<file path="src/design/credit_fifo_pkg.sv">
/*
 * Shared sizes and payload type for the credit-based FIFO
 */
`default_nettype none

package credit_fifo_pkg;

  // --------------------
  // Storage sizing
  // --------------------

  // Number of RAM slots
  localparam int depth = 8;
  // Payload width in bits
  localparam int data_width = 8;
  // Read and write pointer width
  localparam int addr_width = 3;
  // Slot and item counters, range 0 to depth
  localparam int count_width = 4;

  // --------------------
  // Credit sizing
  // --------------------

  // Credits owned by the receiver out of reset
  localparam int max_credit = depth;
  // Credit counter and withhold amount
  localparam int credit_width = 4;

  // Default payload carried through the FIFO
  typedef logic [data_width-1:0] payload_t;

endpackage

`default_nettype wire

</file>
<file path="src/design/credit_receiver.sv">
/*
 * Credit receiver for the FIFO push side
 * Keeps the grantable credit count and issues one credit pulse per cycle
 */
`default_nettype none

module credit_receiver #(
  parameter type payload_t = credit_fifo_pkg::payload_t
) (
  input  wire logic                                    clk,
  input  wire logic                                    rst_n,
  input  wire logic                                    push_credit_stall,
  input  wire logic                                    push_valid,
  input  wire payload_t                                push_data,
  input  wire logic                                    pop_credit,
  input  wire logic [credit_fifo_pkg::credit_width-1:0] credit_withhold,
  output logic                                         push_credit,
  output logic                                         pop_valid,
  output payload_t                                     pop_data,
  output logic [credit_fifo_pkg::credit_width-1:0]      credit_count,
  output logic [credit_fifo_pkg::credit_width-1:0]      credit_available
);

  logic [credit_fifo_pkg::credit_width-1:0] credit_count_next;

  // --------------------
  // Credit grant
  // --------------------

  // Withheld credits stay with the receiver
  // Floor at zero when withhold exceeds the count
  always_comb begin
    if (credit_count > credit_withhold) begin
      credit_available = credit_count - credit_withhold;
    end else begin
      credit_available = '0;
    end
  end

  // One credit per cycle while something is grantable
  // Stall acts in the same cycle
  assign push_credit = (credit_available != '0) && !push_credit_stall;

  // --------------------
  // Credit count
  // --------------------

  // Returned credit up, issued credit down
  // Both together leave the count alone
  always_comb begin
    credit_count_next = credit_count;
    if (pop_credit && !push_credit) begin
      // Never above the reset amount
      if (credit_count != credit_fifo_pkg::credit_width'(credit_fifo_pkg::max_credit)) begin
        credit_count_next = credit_count + credit_fifo_pkg::credit_width'(1);
      end
    end else if (push_credit && !pop_credit) begin
      credit_count_next = credit_count - credit_fifo_pkg::credit_width'(1);
    end
  end

  // All credits start on this side
  always_ff @(posedge clk) begin
    if (!rst_n) begin
      credit_count <= credit_fifo_pkg::credit_width'(credit_fifo_pkg::max_credit);
    end else begin
      credit_count <= credit_count_next;
    end
  end

  // --------------------
  // Data path
  // --------------------

  // Sender only pushes on a held credit, so no qualification here
  assign pop_valid = push_valid;
  assign pop_data  = push_data;

endmodule

`default_nettype wire

</file>
<file path="src/design/fifo_push_ctrl_credit.sv">
/*
 * FIFO push controller with credit flow control
 * Turns credited pushes into RAM writes and tracks free slots
 */
`default_nettype none

module fifo_push_ctrl_credit (
  input  wire logic                                     clk,
  input  wire logic                                     rst_n,
  input  wire logic                                     push_credit_stall,
  input  wire logic                                     push_valid,
  input  wire credit_fifo_pkg::payload_t                push_data,
  input  wire logic [credit_fifo_pkg::credit_width-1:0] credit_withhold,
  input  wire logic                                     ram_pop,
  output logic                                          push_credit,
  output logic                                          full,
  output logic [credit_fifo_pkg::count_width-1:0]       slots,
  output logic [credit_fifo_pkg::credit_width-1:0]      credit_count,
  output logic [credit_fifo_pkg::credit_width-1:0]      credit_available,
  output logic                                          ram_wr_valid,
  output logic [credit_fifo_pkg::addr_width-1:0]        ram_wr_addr,
  output credit_fifo_pkg::payload_t                     ram_wr_data,
  output logic                                          ram_push
);

  logic                                     internal_valid;
  credit_fifo_pkg::payload_t                internal_data;
  logic [credit_fifo_pkg::count_width-1:0]  slots_next;

  // --------------------
  // Flow control
  // --------------------

  // Each slot freed by the pop side comes back as a credit
  credit_receiver i_credit_receiver (
    .clk               (clk),
    .rst_n             (rst_n),
    .push_credit_stall (push_credit_stall),
    .push_valid        (push_valid),
    .push_data         (push_data),
    .pop_credit        (ram_pop),
    .credit_withhold   (credit_withhold),
    .push_credit       (push_credit),
    .pop_valid         (internal_valid),
    .pop_data          (internal_data),
    .credit_count      (credit_count),
    .credit_available  (credit_available)
  );

  // --------------------
  // RAM write path
  // --------------------

  // No bypass, every accepted item lands in the RAM
  assign ram_push     = internal_valid;
  assign ram_wr_valid = ram_push;
  assign ram_wr_data  = internal_data;

  // Write pointer, wraps after the last slot
  always_ff @(posedge clk) begin
    if (!rst_n) begin
      ram_wr_addr <= '0;
    end else if (ram_wr_valid) begin
      if (ram_wr_addr == credit_fifo_pkg::addr_width'(credit_fifo_pkg::depth - 1)) begin
        ram_wr_addr <= '0;
      end else begin
        ram_wr_addr <= ram_wr_addr + credit_fifo_pkg::addr_width'(1);
      end
    end
  end

  // --------------------
  // Status flags
  // --------------------

  // Push takes a slot, pop gives one back
  always_comb begin
    case ({ram_push, ram_pop})
      2'b10:   slots_next = slots - credit_fifo_pkg::count_width'(1);
      2'b01:   slots_next = slots + credit_fifo_pkg::count_width'(1);
      default: slots_next = slots;
    endcase
  end

  // Empty FIFO out of reset, all slots free
  always_ff @(posedge clk) begin
    if (!rst_n) begin
      slots <= credit_fifo_pkg::count_width'(credit_fifo_pkg::depth);
      full  <= 1'b0;
    end else if (ram_push || ram_pop) begin
      slots <= slots_next;
      // Full once the last slot is taken
      full  <= (slots_next == '0);
    end
  end

endmodule

`default_nettype wire

</file>
<file path="src/design/fifo_ram.sv">
/*
 * Flop-based FIFO storage
 * One write port, one combinational read port
 */
`default_nettype none

module fifo_ram #(
  parameter type payload_t = credit_fifo_pkg::payload_t
) (
  input  wire logic                                  clk,
  input  wire logic                                  wr_valid,
  input  wire logic [credit_fifo_pkg::addr_width-1:0] wr_addr,
  input  wire payload_t                              wr_data,
  input  wire logic [credit_fifo_pkg::addr_width-1:0] rd_addr,
  output payload_t                                   rd_data
);

  // --------------------
  // Storage array
  // --------------------

  // Entries only read after being written
  payload_t mem [credit_fifo_pkg::depth];

  // Write on the clock edge
  always_ff @(posedge clk) begin
    if (wr_valid) begin
      mem[wr_addr] <= wr_data;
    end
  end

  // Read is combinational
  // New data visible the cycle after its write
  assign rd_data = mem[rd_addr];

endmodule

`default_nettype wire

</file>
<file path="src/design/fifo_pop_ctrl.sv">
/*
 * FIFO pop controller
 * Read pointer, item count and empty flag, returns freed slots to the push side
 */
`default_nettype none

module fifo_pop_ctrl (
  input  wire logic                            clk,
  input  wire logic                            rst_n,
  input  wire logic                            ram_push,
  input  wire logic                            pop,
  output logic [credit_fifo_pkg::addr_width-1:0] ram_rd_addr,
  output logic                                 ram_pop,
  output logic                                 empty
);

  logic [credit_fifo_pkg::count_width-1:0] items;
  logic [credit_fifo_pkg::count_width-1:0] items_next;

  // --------------------
  // Pop qualification
  // --------------------

  // Pop on an empty FIFO is dropped here
  // Registered empty, so a same-cycle push cannot be popped yet
  assign ram_pop = pop && !empty;

  // --------------------
  // Read pointer
  // --------------------

  // Advances past the item just consumed
  always_ff @(posedge clk) begin
    if (!rst_n) begin
      ram_rd_addr <= '0;
    end else if (ram_pop) begin
      if (ram_rd_addr == credit_fifo_pkg::addr_width'(credit_fifo_pkg::depth - 1)) begin
        ram_rd_addr <= '0;
      end else begin
        ram_rd_addr <= ram_rd_addr + credit_fifo_pkg::addr_width'(1);
      end
    end
  end

  // --------------------
  // Item count
  // --------------------

  // Mirror of the push side slot count
  always_comb begin
    case ({ram_push, ram_pop})
      2'b10:   items_next = items + credit_fifo_pkg::count_width'(1);
      2'b01:   items_next = items - credit_fifo_pkg::count_width'(1);
      default: items_next = items;
    endcase
  end

  // Nothing held out of reset
  always_ff @(posedge clk) begin
    if (!rst_n) begin
      items <= '0;
      empty <= 1'b1;
    end else if (ram_push || ram_pop) begin
      items <= items_next;
      empty <= (items_next == '0);
    end
  end

endmodule

`default_nettype wire

</file>
<file path="src/design/credit_fifo.sv">
/*
 * Credit-based synchronous FIFO top level
 * Push controller, flop RAM and pop controller
 */
`default_nettype none

module credit_fifo (
  input  wire logic                                     clk,
  input  wire logic                                     rst_n,
  // Upstream sender
  input  wire logic                                     push_valid,
  input  wire credit_fifo_pkg::payload_t                push_data,
  input  wire logic                                     push_credit_stall,
  input  wire logic [credit_fifo_pkg::credit_width-1:0] credit_withhold,
  output logic                                          push_credit,
  output logic [credit_fifo_pkg::credit_width-1:0]      credit_count,
  output logic [credit_fifo_pkg::credit_width-1:0]      credit_available,
  // Status
  output logic                                          full,
  output logic [credit_fifo_pkg::count_width-1:0]       slots,
  // Pop side
  input  wire logic                                     pop,
  output credit_fifo_pkg::payload_t                     pop_data,
  output logic                                          empty
);

  // --------------------
  // Internal wiring
  // --------------------

  logic                                   ram_wr_valid;
  logic [credit_fifo_pkg::addr_width-1:0] ram_wr_addr;
  credit_fifo_pkg::payload_t              ram_wr_data;
  logic                                   ram_push;
  logic [credit_fifo_pkg::addr_width-1:0] ram_rd_addr;
  // Qualified pop, also the credit return
  logic                                   ram_pop;

  // Credit and write side
  fifo_push_ctrl_credit i_push_ctrl (
    .clk               (clk),
    .rst_n             (rst_n),
    .push_credit_stall (push_credit_stall),
    .push_valid        (push_valid),
    .push_data         (push_data),
    .credit_withhold   (credit_withhold),
    .ram_pop           (ram_pop),
    .push_credit       (push_credit),
    .full              (full),
    .slots             (slots),
    .credit_count      (credit_count),
    .credit_available  (credit_available),
    .ram_wr_valid      (ram_wr_valid),
    .ram_wr_addr       (ram_wr_addr),
    .ram_wr_data       (ram_wr_data),
    .ram_push          (ram_push)
  );

  // Storage, head item read straight out
  fifo_ram i_ram (
    .clk      (clk),
    .wr_valid (ram_wr_valid),
    .wr_addr  (ram_wr_addr),
    .wr_data  (ram_wr_data),
    .rd_addr  (ram_rd_addr),
    .rd_data  (pop_data)
  );

  // Read side
  fifo_pop_ctrl i_pop_ctrl (
    .clk         (clk),
    .rst_n       (rst_n),
    .ram_push    (ram_push),
    .pop         (pop),
    .ram_rd_addr (ram_rd_addr),
    .ram_pop     (ram_pop),
    .empty       (empty)
  );

endmodule

`default_nettype wire

</file>
<file path="config.mk">
export PLATFORM = sky130hd
export DESIGN_NAME = credit_fifo
export DESIGN_NICKNAME = d
export VERILOG_FILES = /design/src/design/credit_fifo_pkg.sv /design/src/design/credit_receiver.sv /design/src/design/fifo_push_ctrl_credit.sv /design/src/design/fifo_ram.sv /design/src/design/fifo_pop_ctrl.sv /design/src/design/credit_fifo.sv
export SDC_FILE = /design/constraint.sdc
export NUM_CORES = 1
export LEC_CHECK = 0
export BUFFER_PORTS_ARGS = -buffer_cell sky130_fd_sc_hd__buf_4
export CAP_MARGIN = 25
export CORE_UTILIZATION = 30
export DETAILED_ROUTE_END_ITERATION = 12
export GPL_ROUTABILITY_DRIVEN = 0
export PLACE_DENSITY_LB_ADDON = 0.2
export SETUP_SLACK_MARGIN = 0.05
export SLEW_MARGIN = 20
export SYNTH_ARGS = -nofsm -noshare
export SYNTH_HDL_FRONTEND = slang
export SYNTH_SLANG_ARGS = --single-unit
</file>
<file path="constraint.sdc">
create_clock -name clk -period 3.18 [get_ports clk]
set_input_delay 0.159 -clock clk [delete_from_list [all_inputs] [get_ports clk]]
set_output_delay 0.159 -clock clk [all_outputs]
set_load 0.03 [all_outputs]
</file>
==> summary.md <==
| Metric | Value |
|---|---|
| FF-to-FF setup slack | 150 ps |
| Wirelength per Cell | 15.48 um |
| Die width | 117.5 um |
| Final-stage net count | about 370 |
| Worst Path Arrival | 3260 ps |
| I/O Pins | 40 |
| Core Area | around 0.013 mm2 |
| Library cells used by synthesis | 47 |
| Reg2reg start | i_push_ctrl.i_credit_receiver.credit_count[0]$_SDFFE_PN0P_ |
| Synth Flop Type | edfxtp_1 |
| Worst path bufs/invs | 3 |
| Cells after Synth | 283 |
| First-pass GRT wire length | 12,870 um |
| WP data required | between 3000 and 4000 ps |
| RSZ-0062 raised after global routing | true |
| DRC Markers | 0 |
| Synthesis warning total | 0 |
| Syn_nets | 320 |
| Multi-input gate area | 0.001568 mm2 |
| Power density cells | 723.0 mW/mm2 |
| Synthesis-to-layout area growth | 22.68% |
| Worst setup endpoint | i_push_ctrl.i_credit_receiver.credit_count[3]$_SDFFE_PN1P_ |
| Cell breakdown of the critical path | inv_4 > ha_4 > inv_2 > fa_2 > buf_6 > nor3b_1 > nand4_1 > or4b_4 > nand2_4 > ha_4 > a21o_1 > a21oi_2 > nor2_1 > mux2i_1 > mux2_1 |
| Clk buf depth | 2 |
| Clk sink count | 87 |
| Clock Latency Late Sink | between 300 and 400 ps |
| Hold Vio Cnt, Final | 0 |
| Setup crit start | i_push_ctrl.i_credit_receiver.credit_count[0]$_SDFFE_PN0P_ |
| Layout cells sized above 1 | 32.34% |
| EDFF count, synth | 64 |
| Most common cell after layout, fill and taps aside | edfxtp_1 |
| Via-to-Cell Ratio | between 4 and 5 |
| Most frequent cells in the layout | 64 x edfxtp_1, 49 x buf_4, 25 x nor2_1 |
| Rows | 41 |
| Detail Route Antenna Nets | 0 |
| DIE HEIGHT | around 120 um |
| Final setup vio count | 0 |
| Final period utilization | roughly 95% |
| Detailed-route via count | 2,386 |
| Register-to-Register Path Depth | 15 |
| Post-Layout Cell Count | 509 |
| CTS buffer count | 9 |
| Worst min path class | input port to flip-flop |
| Clock transition at the registers of the reported paths | 70 ps |
| Peak Freq | 0.3295 GHz |
| Dpl cells | 487 |
| Starting DRT DRC Count | 100 |
| Least-Margin Pin Slew | 927.5 ps |
| Die Area | 0.01382 mm2 |
| Total global-route track usage | 12.27% |
| Critical path depth | 15 |
| Syn_area_per_cell | between 10 and 15 um2 |
| Delay-heaviest family, CP | adder cells |
| CTS Root Cell | clkbuf_16 |
| Post-synth ARST share | 0% |
| Post-synthesis sequential area ratio | 59.48% |
| Critical path fanouts, max | 2 |
| Slowest cell on crit path | fa_2 |
| Final count of pins violating max slew | 0 |
| Setup CP Type | flip-flop to flip-flop |
| Tmin final | 3035 ps |
| Number of synthesized register bits | 87 |
| Worst VDD drop | 0.0004902 V |
| Initial Utilization | about 31% |
| Post-detail-place hpwl | slightly above 5000 um |
| Max Cap Viol | 0 |
| WL final | 7881 um |
| CTS tree | done |
| Hold buffer count at cts | 0 |
| Clock Skews | 7.144 ps |
| Initial antenna violation count | 0 |
| Fillers | 1,226 |
| Critical Path End Type | flip-flop |
| Number of global-route vias before repair | approximately 2,400 |
| Mapped cell area | 0.004005 mm2 |
| Worst R2R End | i_push_ctrl.i_credit_receiver.credit_count[3]$_SDFFE_PN1P_ |
| Setup TNS | 0 ps |
| Slew Limit Headroom | 37.94% |
| CTS H-tree depth | 3 |
| Gr ovfl total | 0 |
| CP most frequent cell | ha_4 |
| Antenna cells | 0 |
| FF+latch area | 0.002386 mm2 |
| # port buffers | 39 |
| Slowest stage delay, CP | around 530 ps |
| Leak pwr | about 0.0018 uW |
| Status | complete, no violations |
| Pre-antenna DRT Iters | 4 |
| Largest net degree at the start of global routing | 17 |
| Startpoint Class | flip-flop |
## layout make-up
type,instances,share of cell area (%)
Sequential cell,87,48.56
Multi-Input combinational cell,170,31.91
Timing Repair Buffer,50,7.716
Clock buffer,9,4.584
Tap cell,172,4.380
Clock inverter,7,1.630
Inverter,14,1.222
## state kept, by name, indices dropped and copies added, names as in the netlist, named ones only
name	flops
i_ram.mem	64
i_pop_ctrl.items	4
i_push_ctrl.i_credit_receiver.credit_count	4
i_push_ctrl.slots	4
i_pop_ctrl.ram_rd_addr	3
i_push_ctrl.ram_wr_addr	3
i_pop_ctrl.empty	1
i_push_ctrl.full	1
## report_power, final
| group | internal, uW | total (uW) | switching (uW) | leakage (uW) |
|---|---|---|---|---|
| Sequential | 1280 | 1350 | 64.3 | 0.000770 |
| Combinational | 515 | 1140 | 628 | 0.000882 |
| Clock | 618 | 1060 | 443 | 0.000148 |
## routing by layer
| metal | wire, um | global-route usage, % | part of all wire (%) | vias up |
|---|---|---|---|---|
| li1 | - | - | - | 1155 |
| met2 | 3767 | 19.75 | 48 | 62 |
| met4 | 116 | 4.006 | 1.5 | 0 |
| met1 | 3619 | 15.79 | 46 | 1158 |
| met3 | 377 | 3.634 | 4.8 | 11 |
| met5 | 0 | 0 | 0 | - |
## through the flow
stage	total power, uW	area, um2	utilization, %	setup WS [ps]	hold WS [ps]
after floorplan	2134	4011	-	56.50	257.9
after global placement	2404	4501	35.09	112.7	396.2
after detailed placement	2419	4501	35.09	6.267	398.4
after CTS	3553	4860	37.89	56.49	38.75
after global routing	3742	4913	38.31	14.88	44.69
final	3552	4913	38.31	145.0	52.27
## worst reg2reg max path: stages, from the launching register on
cell,delay [ps]
dfxtp_4,350
inv_4,60
ha_4,120
inv_2,30
fa_2,530
buf_6,100
nor3b_1,40
nand4_1,90
or4b_4,490
nand2_4,100
ha_4,190
a21o_1,180
a21oi_2,130
nor2_1,60
mux2i_1,140
mux2_1,330
## cell usage after synthesis (2+ instances only)
cell type	n	share of area, %
edfxtp_1	64	48
nor2_1	25	2.3
dfxtp_1	23	11
nand2_1	18	1.7
ha_1	16	5.0
mux4_2	16	9.0
inv_1	11	1.0
a21oi_1	10	1.2
mux2_2	8	2.2
nor3_1	8	1.0
xnor2_1	8	1.7
mux2i_1	7	1.7
nand2b_1	7	1.1
clkbuf_1	6	0.56
nand3_1	6	0.75
a21o_1	4	0.75
fa_1	4	2.0
and2_1	3	0.47
buf_1	3	0.28
a211oi_1	2	0.37
a31oi_1	2	0.31
and3_1	2	0.31
buf_6	2	0.56
inv_2	2	0.19
nand3b_1	2	0.37
nand4_1	2	0.31
xor2_1	2	0.44
## worst min-delay path by stage
stage	start	endpoint	slack (ps)	cells after the start
floorplan	push_data[0]	i_ram.mem[0][0]$_DFFE_PP_	260	0
CTS	push_data[7]	i_ram.mem[0][7]$_DFFE_PP_	40	1
global route	push_data[7]	i_ram.mem[0][7]$_DFFE_PP_	40	1
global placement	push_data[5]	i_ram.mem[4][5]$_DFFE_PP_	400	1
finish	push_data[7]	i_ram.mem[0][7]$_DFFE_PP_	50	1
detailed placement	push_data[7]	i_ram.mem[0][7]$_DFFE_PP_	400	1
## what timing repair did
item | in CTS | in global routing
pin swaps | 5 | 8
setup endpoints to repair | 1 | 3
buffers inserted | 4 | 0
resized for setup | 7 | 6
hold endpoints to repair | 0 | 0
## cells by family after synthesis
| family | count (synthesis) | synth area share [%] |
|---|---|---|
| buffers and inverters | 26 | 2.968 |
| muxes | 32 | 13.28 |
| xor gates and xnor gates | 10 | 2.187 |
| adders and majority gates | 20 | 6.998 |
| DFF | 87 | 59.48 |
| and+or+nand+nor | 79 | 9.684 |
| AOI/OAI and AO/OA | 29 | 5.405 |
Power figures use the tool's default switching activity.
